### src/cpu_macros.svh
`ifndef CPU_MACROS_SVH
`define CPU_MACROS_SVH

// Data path and address width
`define WORD_SIZE 16

`define NUM_REGS 4

// First fetch address after reset
`define RESET_PC 16'h0000

`endif
### src/cpu_pkg.sv
`include "cpu_macros.svh"

package cpu_pkg;

	typedef logic [$clog2(`NUM_REGS)-1:0] reg_addr_t;

	typedef enum logic [3:0] {
		OP_BNE = 4'd0, OP_BEQ = 4'd1, OP_BGZ = 4'd2, OP_BLZ = 4'd3,
		OP_ADI = 4'd4, OP_ORI = 4'd5, OP_LHI = 4'd6, OP_LWD = 4'd7, OP_SWD = 4'd8,
		OP_JMP = 4'd9, OP_JAL = 4'd10,
		OP_RTYPE = 4'd15
	} opcode_e;

	typedef enum logic [5:0] {
		FN_ADD = 6'd0, FN_SUB = 6'd1, FN_AND = 6'd2, FN_ORR = 6'd3,
		FN_NOT = 6'd4, FN_TCP = 6'd5, FN_SHL = 6'd6, FN_SHR = 6'd7,
		FN_JPR = 6'd25, FN_JRL = 6'd26, FN_HLT = 6'd29
	} func_e;

	typedef enum logic [2:0] {
		ALU_ADD, ALU_SUB, ALU_AND, ALU_OR, ALU_NOT, ALU_TCP, ALU_SHL, ALU_SHR
	} alu_op_e;

	typedef enum logic [2:0] {
		S_FETCH, S_DECODE, S_EXECUTE, S_MEM_READ, S_MEM_WRITE, S_WRITEBACK, S_HALT
	} state_e;

	// Operand and write-back select codes
	localparam logic A_REG = 1'b0;
	localparam logic A_IMM = 1'b1;
	localparam logic [1:0] B_REG = 2'd0;
	localparam logic [1:0] B_IMM = 2'd1;
	localparam logic [1:0] B_ONE = 2'd2;
	localparam logic [1:0] B_EIGHT = 2'd3;
	localparam logic [1:0] WB_ALU = 2'd0;
	localparam logic [1:0] WB_LOAD = 2'd1;
	localparam logic [1:0] WB_PC = 2'd2;
	localparam logic [1:0] DEST_RD = 2'd0;
	localparam logic [1:0] DEST_RT = 2'd1;
	localparam logic [1:0] DEST_R2 = 2'd2;

	// Low byte is either rd/func or the 8-bit immediate
	typedef struct packed {
		reg_addr_t rd;
		func_e func;
	} rfield_t;

	typedef union packed {
		rfield_t r;
		logic [7:0] imm;
	} low_t;

	typedef struct packed {
		reg_addr_t rs;
		reg_addr_t rt;
		low_t low;
	} fields_t;

	typedef union packed {
		fields_t f;
		logic [11:0] target;
	} body_t;

	typedef struct packed {
		opcode_e opcode;
		body_t body;
	} instr_t;

	typedef struct packed {
		alu_op_e alu_op;
		logic a_sel;
		logic [1:0] b_sel;
		logic [1:0] wb_sel;
		logic [1:0] dest_sel;
		logic reg_write;
		logic pc_load;
		logic pc_inc;
	} dp_ctrl_t;

	function automatic logic [`WORD_SIZE-1:0] sext_imm(input logic [7:0] imm);
		return {{(`WORD_SIZE-8){imm[7]}}, imm};
	endfunction

endpackage

### src/cpu_core.sv
`include "cpu_macros.svh"

module cpu_core (
	input  logic ackOutput,
	input  logic reset_n,
	input  logic [`WORD_SIZE-1:0] data_in,
	input  logic inputReady,
	input  logic write_ack,
	output logic [`WORD_SIZE-1:0] address,
	output logic [`WORD_SIZE-1:0] data_out,
	output logic readM,
	output logic writeM,
	output logic halted
);

	cpu_pkg::instr_t instr;
	cpu_pkg::dp_ctrl_t ctrl;
	cpu_pkg::reg_addr_t write_addr;
	logic [`WORD_SIZE-1:0] pc_target;
	logic [`WORD_SIZE-1:0] pc;
	logic [`WORD_SIZE-1:0] pc_plus1;
	logic [`WORD_SIZE-1:0] read_data1;
	logic [`WORD_SIZE-1:0] read_data2;
	logic [`WORD_SIZE-1:0] imm_ext;
	logic [`WORD_SIZE-1:0] alu_a;
	logic [`WORD_SIZE-1:0] alu_b;
	logic [`WORD_SIZE-1:0] alu_result;
	logic [`WORD_SIZE-1:0] wb_data;
	logic zero;
	logic negative;
	logic addr_sel_mem;

	assign imm_ext = cpu_pkg::sext_imm(instr.body.f.low.imm);

	assign alu_a = (ctrl.a_sel == cpu_pkg::A_IMM) ? imm_ext : read_data1;

	always_comb begin
		case (ctrl.b_sel)
			cpu_pkg::B_IMM: alu_b = imm_ext;
			cpu_pkg::B_ONE: alu_b = `WORD_SIZE'd1;
			cpu_pkg::B_EIGHT: alu_b = `WORD_SIZE'd8;
			default: alu_b = read_data2;
		endcase
	end

	always_comb begin
		case (ctrl.wb_sel)
			cpu_pkg::WB_LOAD: wb_data = data_in;
			cpu_pkg::WB_PC: wb_data = pc_plus1;
			default: wb_data = alu_result;
		endcase
	end

	always_comb begin
		case (ctrl.dest_sel)
			cpu_pkg::DEST_RT: write_addr = instr.body.f.rt;
			cpu_pkg::DEST_R2: write_addr = cpu_pkg::reg_addr_t'(2);
			default: write_addr = instr.body.f.low.r.rd;
		endcase
	end

	// Effective address during memory states, pc otherwise
	assign address = addr_sel_mem ? alu_result : pc;
	assign data_out = read_data2;

	cpu_fsm u_fsm (
		.ackOutput(ackOutput),
		.reset_n(reset_n),
		.data_in(data_in),
		.inputReady(inputReady),
		.write_ack(write_ack),
		.zero(zero),
		.negative(negative),
		.rs_data(read_data1),
		.pc_plus1(pc_plus1),
		.instr(instr),
		.ctrl(ctrl),
		.pc_target(pc_target),
		.readM(readM),
		.writeM(writeM),
		.addr_sel_mem(addr_sel_mem),
		.halted(halted)
	);

	pc_counter u_pc (
		.ackOutput(ackOutput),
		.reset_n(reset_n),
		.inc(ctrl.pc_inc),
		.load(ctrl.pc_load),
		.target(pc_target),
		.pc(pc),
		.pc_plus1(pc_plus1)
	);

	register_file u_regs (
		.ackOutput(ackOutput),
		.reset_n(reset_n),
		.read_addr1(instr.body.f.rs),
		.read_addr2(instr.body.f.rt),
		.write_addr(write_addr),
		.write_en(ctrl.reg_write),
		.write_data(wb_data),
		.read_data1(read_data1),
		.read_data2(read_data2)
	);

	alu u_alu (
		.a(alu_a),
		.b(alu_b),
		.op(ctrl.alu_op),
		.result(alu_result),
		.zero(zero),
		.negative(negative)
	);

endmodule

### src/cpu_fsm.sv
`include "cpu_macros.svh"

module cpu_fsm (
	input  logic ackOutput,
	input  logic reset_n,
	input  logic [`WORD_SIZE-1:0] data_in,
	input  logic inputReady,
	input  logic write_ack,
	input  logic zero,
	input  logic negative,
	input  logic [`WORD_SIZE-1:0] rs_data,
	input  logic [`WORD_SIZE-1:0] pc_plus1,
	output cpu_pkg::instr_t instr,
	output cpu_pkg::dp_ctrl_t ctrl,
	output logic [`WORD_SIZE-1:0] pc_target,
	output logic readM,
	output logic writeM,
	output logic addr_sel_mem,
	output logic halted
);

	cpu_pkg::state_e state;
	cpu_pkg::state_e state_next;
	cpu_pkg::opcode_e opcode;
	cpu_pkg::func_e func;
	cpu_pkg::dp_ctrl_t dec;
	logic [7:0] imm;
	logic is_load;
	logic is_store;
	logic is_halt;
	logic is_branch;
	logic is_jump;
	logic writes_reg;
	logic taken;

	assign opcode = instr.opcode;
	assign func = instr.body.f.low.r.func;
	assign imm = instr.body.f.low.imm;

	always_ff @(posedge ackOutput) begin
		if (!reset_n) begin
			instr <= '0;
		end else if (state == cpu_pkg::S_FETCH && inputReady) begin
			instr <= cpu_pkg::instr_t'(data_in);
		end
	end

	// Opcode and function decode
	always_comb begin
		dec = '0;
		is_load = 1'b0;
		is_store = 1'b0;
		is_halt = 1'b0;
		is_branch = 1'b0;
		is_jump = 1'b0;
		writes_reg = 1'b0;
		case (opcode)
			cpu_pkg::OP_RTYPE: begin
				dec.dest_sel = cpu_pkg::DEST_RD;
				writes_reg = (func <= cpu_pkg::FN_SHR) || (func == cpu_pkg::FN_JRL);
				case (func)
					cpu_pkg::FN_ADD: dec.alu_op = cpu_pkg::ALU_ADD;
					cpu_pkg::FN_SUB: dec.alu_op = cpu_pkg::ALU_SUB;
					cpu_pkg::FN_AND: dec.alu_op = cpu_pkg::ALU_AND;
					cpu_pkg::FN_ORR: dec.alu_op = cpu_pkg::ALU_OR;
					cpu_pkg::FN_NOT: dec.alu_op = cpu_pkg::ALU_NOT;
					cpu_pkg::FN_TCP: dec.alu_op = cpu_pkg::ALU_TCP;
					cpu_pkg::FN_SHL: begin
						dec.alu_op = cpu_pkg::ALU_SHL;
						dec.b_sel = cpu_pkg::B_ONE;
					end
					cpu_pkg::FN_SHR: begin
						dec.alu_op = cpu_pkg::ALU_SHR;
						dec.b_sel = cpu_pkg::B_ONE;
					end
					cpu_pkg::FN_JPR: is_jump = 1'b1;
					cpu_pkg::FN_JRL: begin
						is_jump = 1'b1;
						dec.wb_sel = cpu_pkg::WB_PC;
						dec.dest_sel = cpu_pkg::DEST_R2;
					end
					cpu_pkg::FN_HLT: is_halt = 1'b1;
					default: ;
				endcase
			end
			cpu_pkg::OP_ADI, cpu_pkg::OP_ORI, cpu_pkg::OP_LHI, cpu_pkg::OP_LWD: begin
				writes_reg = (opcode != cpu_pkg::OP_LWD);
				is_load = (opcode == cpu_pkg::OP_LWD);
				dec.dest_sel = cpu_pkg::DEST_RT;
				dec.b_sel = cpu_pkg::B_IMM;
				dec.wb_sel = is_load ? cpu_pkg::WB_LOAD : cpu_pkg::WB_ALU;
				if (opcode == cpu_pkg::OP_ORI) begin
					dec.alu_op = cpu_pkg::ALU_OR;
				end else if (opcode == cpu_pkg::OP_LHI) begin
					// imm << 8
					dec.alu_op = cpu_pkg::ALU_SHL;
					dec.a_sel = cpu_pkg::A_IMM;
					dec.b_sel = cpu_pkg::B_EIGHT;
				end
			end
			cpu_pkg::OP_SWD: begin
				is_store = 1'b1;
				dec.b_sel = cpu_pkg::B_IMM;
			end
			cpu_pkg::OP_BNE, cpu_pkg::OP_BEQ: begin
				is_branch = 1'b1;
				dec.alu_op = cpu_pkg::ALU_SUB;
			end
			cpu_pkg::OP_BGZ, cpu_pkg::OP_BLZ: begin
				// rs | 1 carries the exact sign of rs
				is_branch = 1'b1;
				dec.alu_op = cpu_pkg::ALU_OR;
				dec.b_sel = cpu_pkg::B_ONE;
			end
			cpu_pkg::OP_JMP: is_jump = 1'b1;
			cpu_pkg::OP_JAL: begin
				is_jump = 1'b1;
				writes_reg = 1'b1;
				dec.wb_sel = cpu_pkg::WB_PC;
				dec.dest_sel = cpu_pkg::DEST_R2;
			end
			default: ;
		endcase
	end

	always_comb begin
		taken = is_jump;
		if (is_branch) begin
			case (opcode)
				cpu_pkg::OP_BNE: taken = !zero;
				cpu_pkg::OP_BEQ: taken = zero;
				cpu_pkg::OP_BGZ: taken = !negative && (rs_data != '0);
				default: taken = negative;
			endcase
		end
	end

	always_comb begin
		case (opcode)
			cpu_pkg::OP_JMP, cpu_pkg::OP_JAL: begin
				pc_target = {{(`WORD_SIZE-12){1'b0}}, instr.body.target};
			end
			cpu_pkg::OP_RTYPE: pc_target = rs_data;
			default: pc_target = pc_plus1 + cpu_pkg::sext_imm(imm);
		endcase
	end

	always_comb begin
		state_next = state;
		case (state)
			cpu_pkg::S_FETCH: if (inputReady) state_next = cpu_pkg::S_DECODE;
			cpu_pkg::S_DECODE: state_next = is_halt ? cpu_pkg::S_HALT : cpu_pkg::S_EXECUTE;
			cpu_pkg::S_EXECUTE: begin
				if (is_load) begin
					state_next = cpu_pkg::S_MEM_READ;
				end else if (is_store) begin
					state_next = cpu_pkg::S_MEM_WRITE;
				end else begin
					state_next = cpu_pkg::S_WRITEBACK;
				end
			end
			cpu_pkg::S_MEM_READ: if (inputReady) state_next = cpu_pkg::S_WRITEBACK;
			cpu_pkg::S_MEM_WRITE: if (write_ack) state_next = cpu_pkg::S_FETCH;
			cpu_pkg::S_WRITEBACK: state_next = cpu_pkg::S_FETCH;
			cpu_pkg::S_HALT: state_next = cpu_pkg::S_HALT;
			default: state_next = cpu_pkg::S_FETCH;
		endcase
	end

	// Strobes are registered from the next state
	always_ff @(posedge ackOutput) begin
		if (!reset_n) begin
			state <= cpu_pkg::S_FETCH;
			readM <= 1'b0;
			writeM <= 1'b0;
		end else begin
			state <= state_next;
			readM <= (state_next == cpu_pkg::S_FETCH) || (state_next == cpu_pkg::S_MEM_READ);
			writeM <= (state_next == cpu_pkg::S_MEM_WRITE);
		end
	end

	// Load data is written on the inputReady cycle itself
	always_comb begin
		ctrl = dec;
		ctrl.reg_write = (state == cpu_pkg::S_WRITEBACK && writes_reg)
			|| (state == cpu_pkg::S_MEM_READ && inputReady && is_load);
		ctrl.pc_load = (state == cpu_pkg::S_WRITEBACK) && taken;
		ctrl.pc_inc = (state == cpu_pkg::S_WRITEBACK && !taken)
			|| (state == cpu_pkg::S_MEM_WRITE && write_ack);
	end

	assign addr_sel_mem = (state == cpu_pkg::S_MEM_READ) || (state == cpu_pkg::S_MEM_WRITE);
	assign halted = (state == cpu_pkg::S_HALT);

endmodule

### src/pc_counter.sv
`include "cpu_macros.svh"

module pc_counter (
	input  logic ackOutput,
	input  logic reset_n,
	input  logic inc,
	input  logic load,
	input  logic [`WORD_SIZE-1:0] target,
	output logic [`WORD_SIZE-1:0] pc,
	output logic [`WORD_SIZE-1:0] pc_plus1
);

	// Link value and branch base
	assign pc_plus1 = pc + 1'b1;

	always_ff @(posedge ackOutput) begin
		if (!reset_n) begin
			pc <= `RESET_PC;
		end else if (load) begin
			pc <= target;
		end else if (inc) begin
			pc <= pc_plus1;
		end
	end

endmodule

### src/register_file.sv
`include "cpu_macros.svh"

module register_file (
	input  logic ackOutput,
	input  logic reset_n,
	input  cpu_pkg::reg_addr_t read_addr1,
	input  cpu_pkg::reg_addr_t read_addr2,
	input  cpu_pkg::reg_addr_t write_addr,
	input  logic write_en,
	input  logic [`WORD_SIZE-1:0] write_data,
	output logic [`WORD_SIZE-1:0] read_data1,
	output logic [`WORD_SIZE-1:0] read_data2
);

	logic [`WORD_SIZE-1:0] regs [`NUM_REGS];

	always_ff @(posedge ackOutput) begin
		if (!reset_n) begin
			for (int i = 0; i < `NUM_REGS; i++) begin
				regs[i] <= '0;
			end
		end else if (write_en) begin
			regs[write_addr] <= write_data;
		end
	end

	// Asynchronous read ports
	assign read_data1 = regs[read_addr1];
	assign read_data2 = regs[read_addr2];

endmodule

### src/alu.sv
`include "cpu_macros.svh"

module alu (
	input  logic [`WORD_SIZE-1:0] a,
	input  logic [`WORD_SIZE-1:0] b,
	input  cpu_pkg::alu_op_e op,
	output logic [`WORD_SIZE-1:0] result,
	output logic zero,
	output logic negative
);

	localparam int SH_W = $clog2(`WORD_SIZE);

	logic [SH_W-1:0] shamt;

	assign shamt = b[SH_W-1:0];

	always_comb begin
		case (op)
			cpu_pkg::ALU_ADD: result = a + b;
			cpu_pkg::ALU_SUB: result = a - b;
			cpu_pkg::ALU_AND: result = a & b;
			cpu_pkg::ALU_OR: result = a | b;
			cpu_pkg::ALU_NOT: result = ~a;
			cpu_pkg::ALU_TCP: result = ~a + 1'b1;
			cpu_pkg::ALU_SHL: result = a << shamt;
			// Arithmetic shift keeps the sign bit
			cpu_pkg::ALU_SHR: result = $signed(a) >>> shamt;
			default: result = a;
		endcase
	end

	// Flags for branch decisions
	assign zero = (result == '0);
	assign negative = result[`WORD_SIZE-1];

endmodule

### config.mk
export PLATFORM = sky130hd
export DESIGN_NAME = cpu_core
export DESIGN_NICKNAME = d
export VERILOG_FILES = /design/src/cpu_pkg.sv /design/src/cpu_core.sv /design/src/cpu_fsm.sv /design/src/pc_counter.sv /design/src/register_file.sv /design/src/alu.sv
export VERILOG_INCLUDE_DIRS = /design/src /design/src/src
export SDC_FILE = /design/constraint.sdc
export NUM_CORES = 1
export LEC_CHECK = 0
export BUFFER_PORTS_ARGS = -buffer_cell sky130_fd_sc_hd__clkbuf_2
export CORE_UTILIZATION = 40
export DETAILED_ROUTE_END_ITERATION = 10
export GPL_TIMING_DRIVEN = 0
export PLACE_DENSITY_LB_ADDON = 0.12
export REMOVE_ABC_BUFFERS = 1
export SLEW_MARGIN = 20
export SYNTH_ARGS = -nofsm -noshare
export SYNTH_HDL_FRONTEND = slang
export SYNTH_SLANG_ARGS = --single-unit
### constraint.sdc
create_clock -name ackOutput -period 5.19 [get_ports ackOutput]
set_input_delay 0.7785 -clock ackOutput [delete_from_list [all_inputs] [get_ports ackOutput]]
set_output_delay 0.7785 -clock ackOutput [all_outputs]
set_load 0.05 [all_outputs]
==> results.cfg <==
[floorplanning]
coreArea_sq_um = 26100
die_y_um = 165
dieArea_sq_um = 27400
rows = 59
io_pins = 55
die_x_um = 165
initial_core_util_pct = 40.9

[synth]
syn_inst = 1353
ys_ff_latch = 105
synthArstFlopShare_pct = 0
synth_area_sq_um = 10700
synth_top_family_by_area = compound AO/OA/AOI/OAI gates
synth.distinct_cells = 95
avgSynthCellArea_sq_um = 7.90
synth_edf_count = 64
synth_compound_area_share_pct = 25.9
synth-seq-area-share_pct = 25.7
synthAdderAreaFrac_pct = 5.18
ys_warn_count = 0
muxShareOfSynthArea_pct = 8.66
synthFlopType = edfxtp_1
synth_simple_gate_area_share_pct = 24.0
synth-xor-area-share_pct = 4.67

[setup_path]
reg2reg_depth = 23
cp-start-kind = flop
reg2reg_slack_ns = -0.82
worstPathArrival_ns = 6.26
crit_fanout = 8
end_kind = flop
cp_slowest_cell = mux4_2
crit_chain = buf_8, mux4_2, o31a_1, a221o_2, a2111oi_4, buf_4, nor2_1, xnor2_1, ha_2, nand2_2, o21ai_2, o2111ai_4, a21boi_4, mux2i_1, nor2_1, or4_4, nand2b_4, nor4_4, a211oi_4, buf_12, buf_6, o31a_4, a311o_1
slowest_delay_ns = 0.56
worst-setup-path-type = flop to flop
cp_common_cell = nor2_1
required_ns = 5.45

[place]
placed_area_sq_um = 11100
port-buffer-count = 54
place_congestion = 1.01
dp_hpwl_um = 32000

[timing]
finalCriticalPeriod_ns = 6.01
fmax_mhz = 166
fin_crit_sh_pct = 116
worst_slew_pin_slew_ns = 1.48
setup_ws_ns = -0.819
setup_violations = 31
clock-skew-final_ns = 0.0128
hold_violations = 0
slew_viol_final = 0
maxSlewHeadroom_pct = 0.288
grt_setup_unrepaired = true

[final_layout]
layout-drive-gt1-share_pct = 28.4
area.growth.synth_to_final_pct = 27.3
nNetsFinal = 1524
fill_cells = 2501
insertedDiodeCount = 0
post-route-util_pct = 52.1
finalInstanceArea_sq_um = 13600

[global_route]
grt_pass1_vias = 11094
antenna_found_initial = 1
grt_pass1_wl_um = 69600
track_usage_pct = 34.6
grt_max_degree = 36
grt_overflow = 0

[power]
p_per_area_nw_per_um2 = 326
p_leak_nw = 5.13
peakVddDrop_v = 0.000170

[status]
violations = design-rule violations, max-capacitance violations, negative setup slack
status = complete, but fails checks

[route]
viasPerCell = 6.64
drc = 3
wl_um = 47600
detail-route-antenna-nets = 0
first_pass_iters = 9
drt_iter0_markers = 1598
wl_per_cell_um = 26.4
num_vias = 11967

[clock_tree]
clock_latency_ns = 0.37
cts_max_path_buffers = 2
root_buffer = clkbuf_16
ctsHoldBuffers = 0
cts_made_buffers = 9
cts_sinks = 105
cts_tree = done
clk_pin_slew_ns = 0.08
htreeDepth = 3

[min_path]
hold_class = flop to flop
hold_depth = 2

[job]
drv_cap = 1
power breakdown:
group	switching [mW]	internal (mW)
clock	0.364	0.395
combinational	1.60	1.11
sequential	0.0620	0.913
total	2.02	2.42
synth_stat cells, drive strengths merged, types with 11 or more instances:
master / number / area [sq um]
nor2: 169 / 644
nand2: 167 / 649
a21oi: 110 / 551
o21ai: 84 / 428
nand3: 73 / 365
edfxtp: 64 / 1920
clkbuf: 61 / 229
inv: 49 / 184
nor3: 44 / 231
dfxtp: 41 / 821
ha: 41 / 513
buf: 35 / 201
mux4: 35 / 788
o211ai: 34 / 260
xnor2: 32 / 280
xor2: 25 / 219
a31oi: 20 / 125
a211oi: 15 / 113
a22oi: 15 / 113
and3: 14 / 87.6
a221o: 13 / 130
mux2i: 11 / 126
o21a: 11 / 82.6
final timing paths:
kind,end,start
max reg2reg,u_pc.pc[8],flop
min,flop,u_fsm.instr[11]
max,u_pc.pc[8],flop
min reg2reg,flop,u_fsm.instr[11]
layout by cell type, fill, tap and decap left out, drive strengths merged, types with 15 or more instances in the layout:
cell | synthesis | final
nor2 | 169 | 169
nand2 | 167 | 167
buf | 35 | 142
a21oi | 110 | 110
o21ai | 84 | 84
nand3 | 73 | 73
edfxtp | 64 | 64
clkbuf | 61 | 55
inv | 49 | 52
nor3 | 44 | 44
ha | 41 | 41
dfxtp | 41 | 41
mux4 | 35 | 35
o211ai | 34 | 34
xnor2 | 32 | 32
xor2 | 25 | 25
a31oi | 20 | 20
a22oi | 15 | 15
a211oi | 15 | 15
metal layers:
metal | share of wire (%) | track usage (%) | routed length (um)
met4 | 5.9 | 16.9 | 2800
met1 | 39 | 44.6 | 18400
met5 | 0 | 0 | 0
met3 | 10 | 7.02 | 4750
met2 | 45 | 55.0 | 21600
metrics by stage:
step | cells | hold slack [ns] | TNS, ns | setup WS (ns) | power, mW
floorplan | 1257 | 0.450 | -40.31 | -1.65 | 2.09
global placement | 1646 | 0.480 | -274.49 | -4.69 | 2.71
detailed placement | 1653 | 0.477 | -206.01 | -3.39 | 2.73
CTS | 1758 | 0.481 | -14.02 | -0.719 | 4.02
global route | 1801 | 0.513 | -20.87 | -0.926 | 4.57
finish | 1801 | 0.477 | -17.39 | -0.819 | 4.44
critical path: cells and delay by family (launching register included):
family / cells / cell delay (ns)
AO/OA/AOI/OAI: 9 / 2.43
buffers and inverters: 4 / 0.56
adder cells (fa/ha/maj): 1 / 0.36
AND/OR/NAND/NOR: 6 / 1.19
flip-flops: 1 / 0.41
XOR/XNOR: 1 / 0.14
multiplexers: 2 / 0.82
area by class of cell:
type | count | area (sq um) | share of cell area (%)
Timing Repair Buffer | 188 | 1540 | 11.3
Clock inverter | 7 | 103 | 0.754
Tap cell | 335 | 419 | 3.08
Sequential cell | 105 | 2790 | 20.5
Inverter | 52 | 204 | 1.50
Multi-Input combinational cell | 1105 | 8320 | 61.2
Clock buffer | 9 | 225 | 1.66
cells by family after synthesis:
family	count (synthesis)
buffers and inverters	148
AOI/OAI and AO/OA	408
DFF	105
and+or+nand+nor	545
muxes	47
xor gates and xnor gates	57
adders and majority gates	43
sequential cells by signal, summed over array words and instances, names as in the netlist, named ones only:
register and count:
u_fsm.state 3, u_pc.pc 16, u_fsm.opcode 4, u_regs.regs 64, u_fsm.writeM 1, u_fsm.readM 1
u_fsm.instr 12
repair_timing:
action | CTS | global route
resized for setup | 176 | 86
setup endpoints to repair | 144 | 49
cloned | 5 | 0
setup buffers | 84 | 43
hold endpoints to repair | 0 | 0
pin swaps | 68 | 61
(Power assumes the default switching activity.)
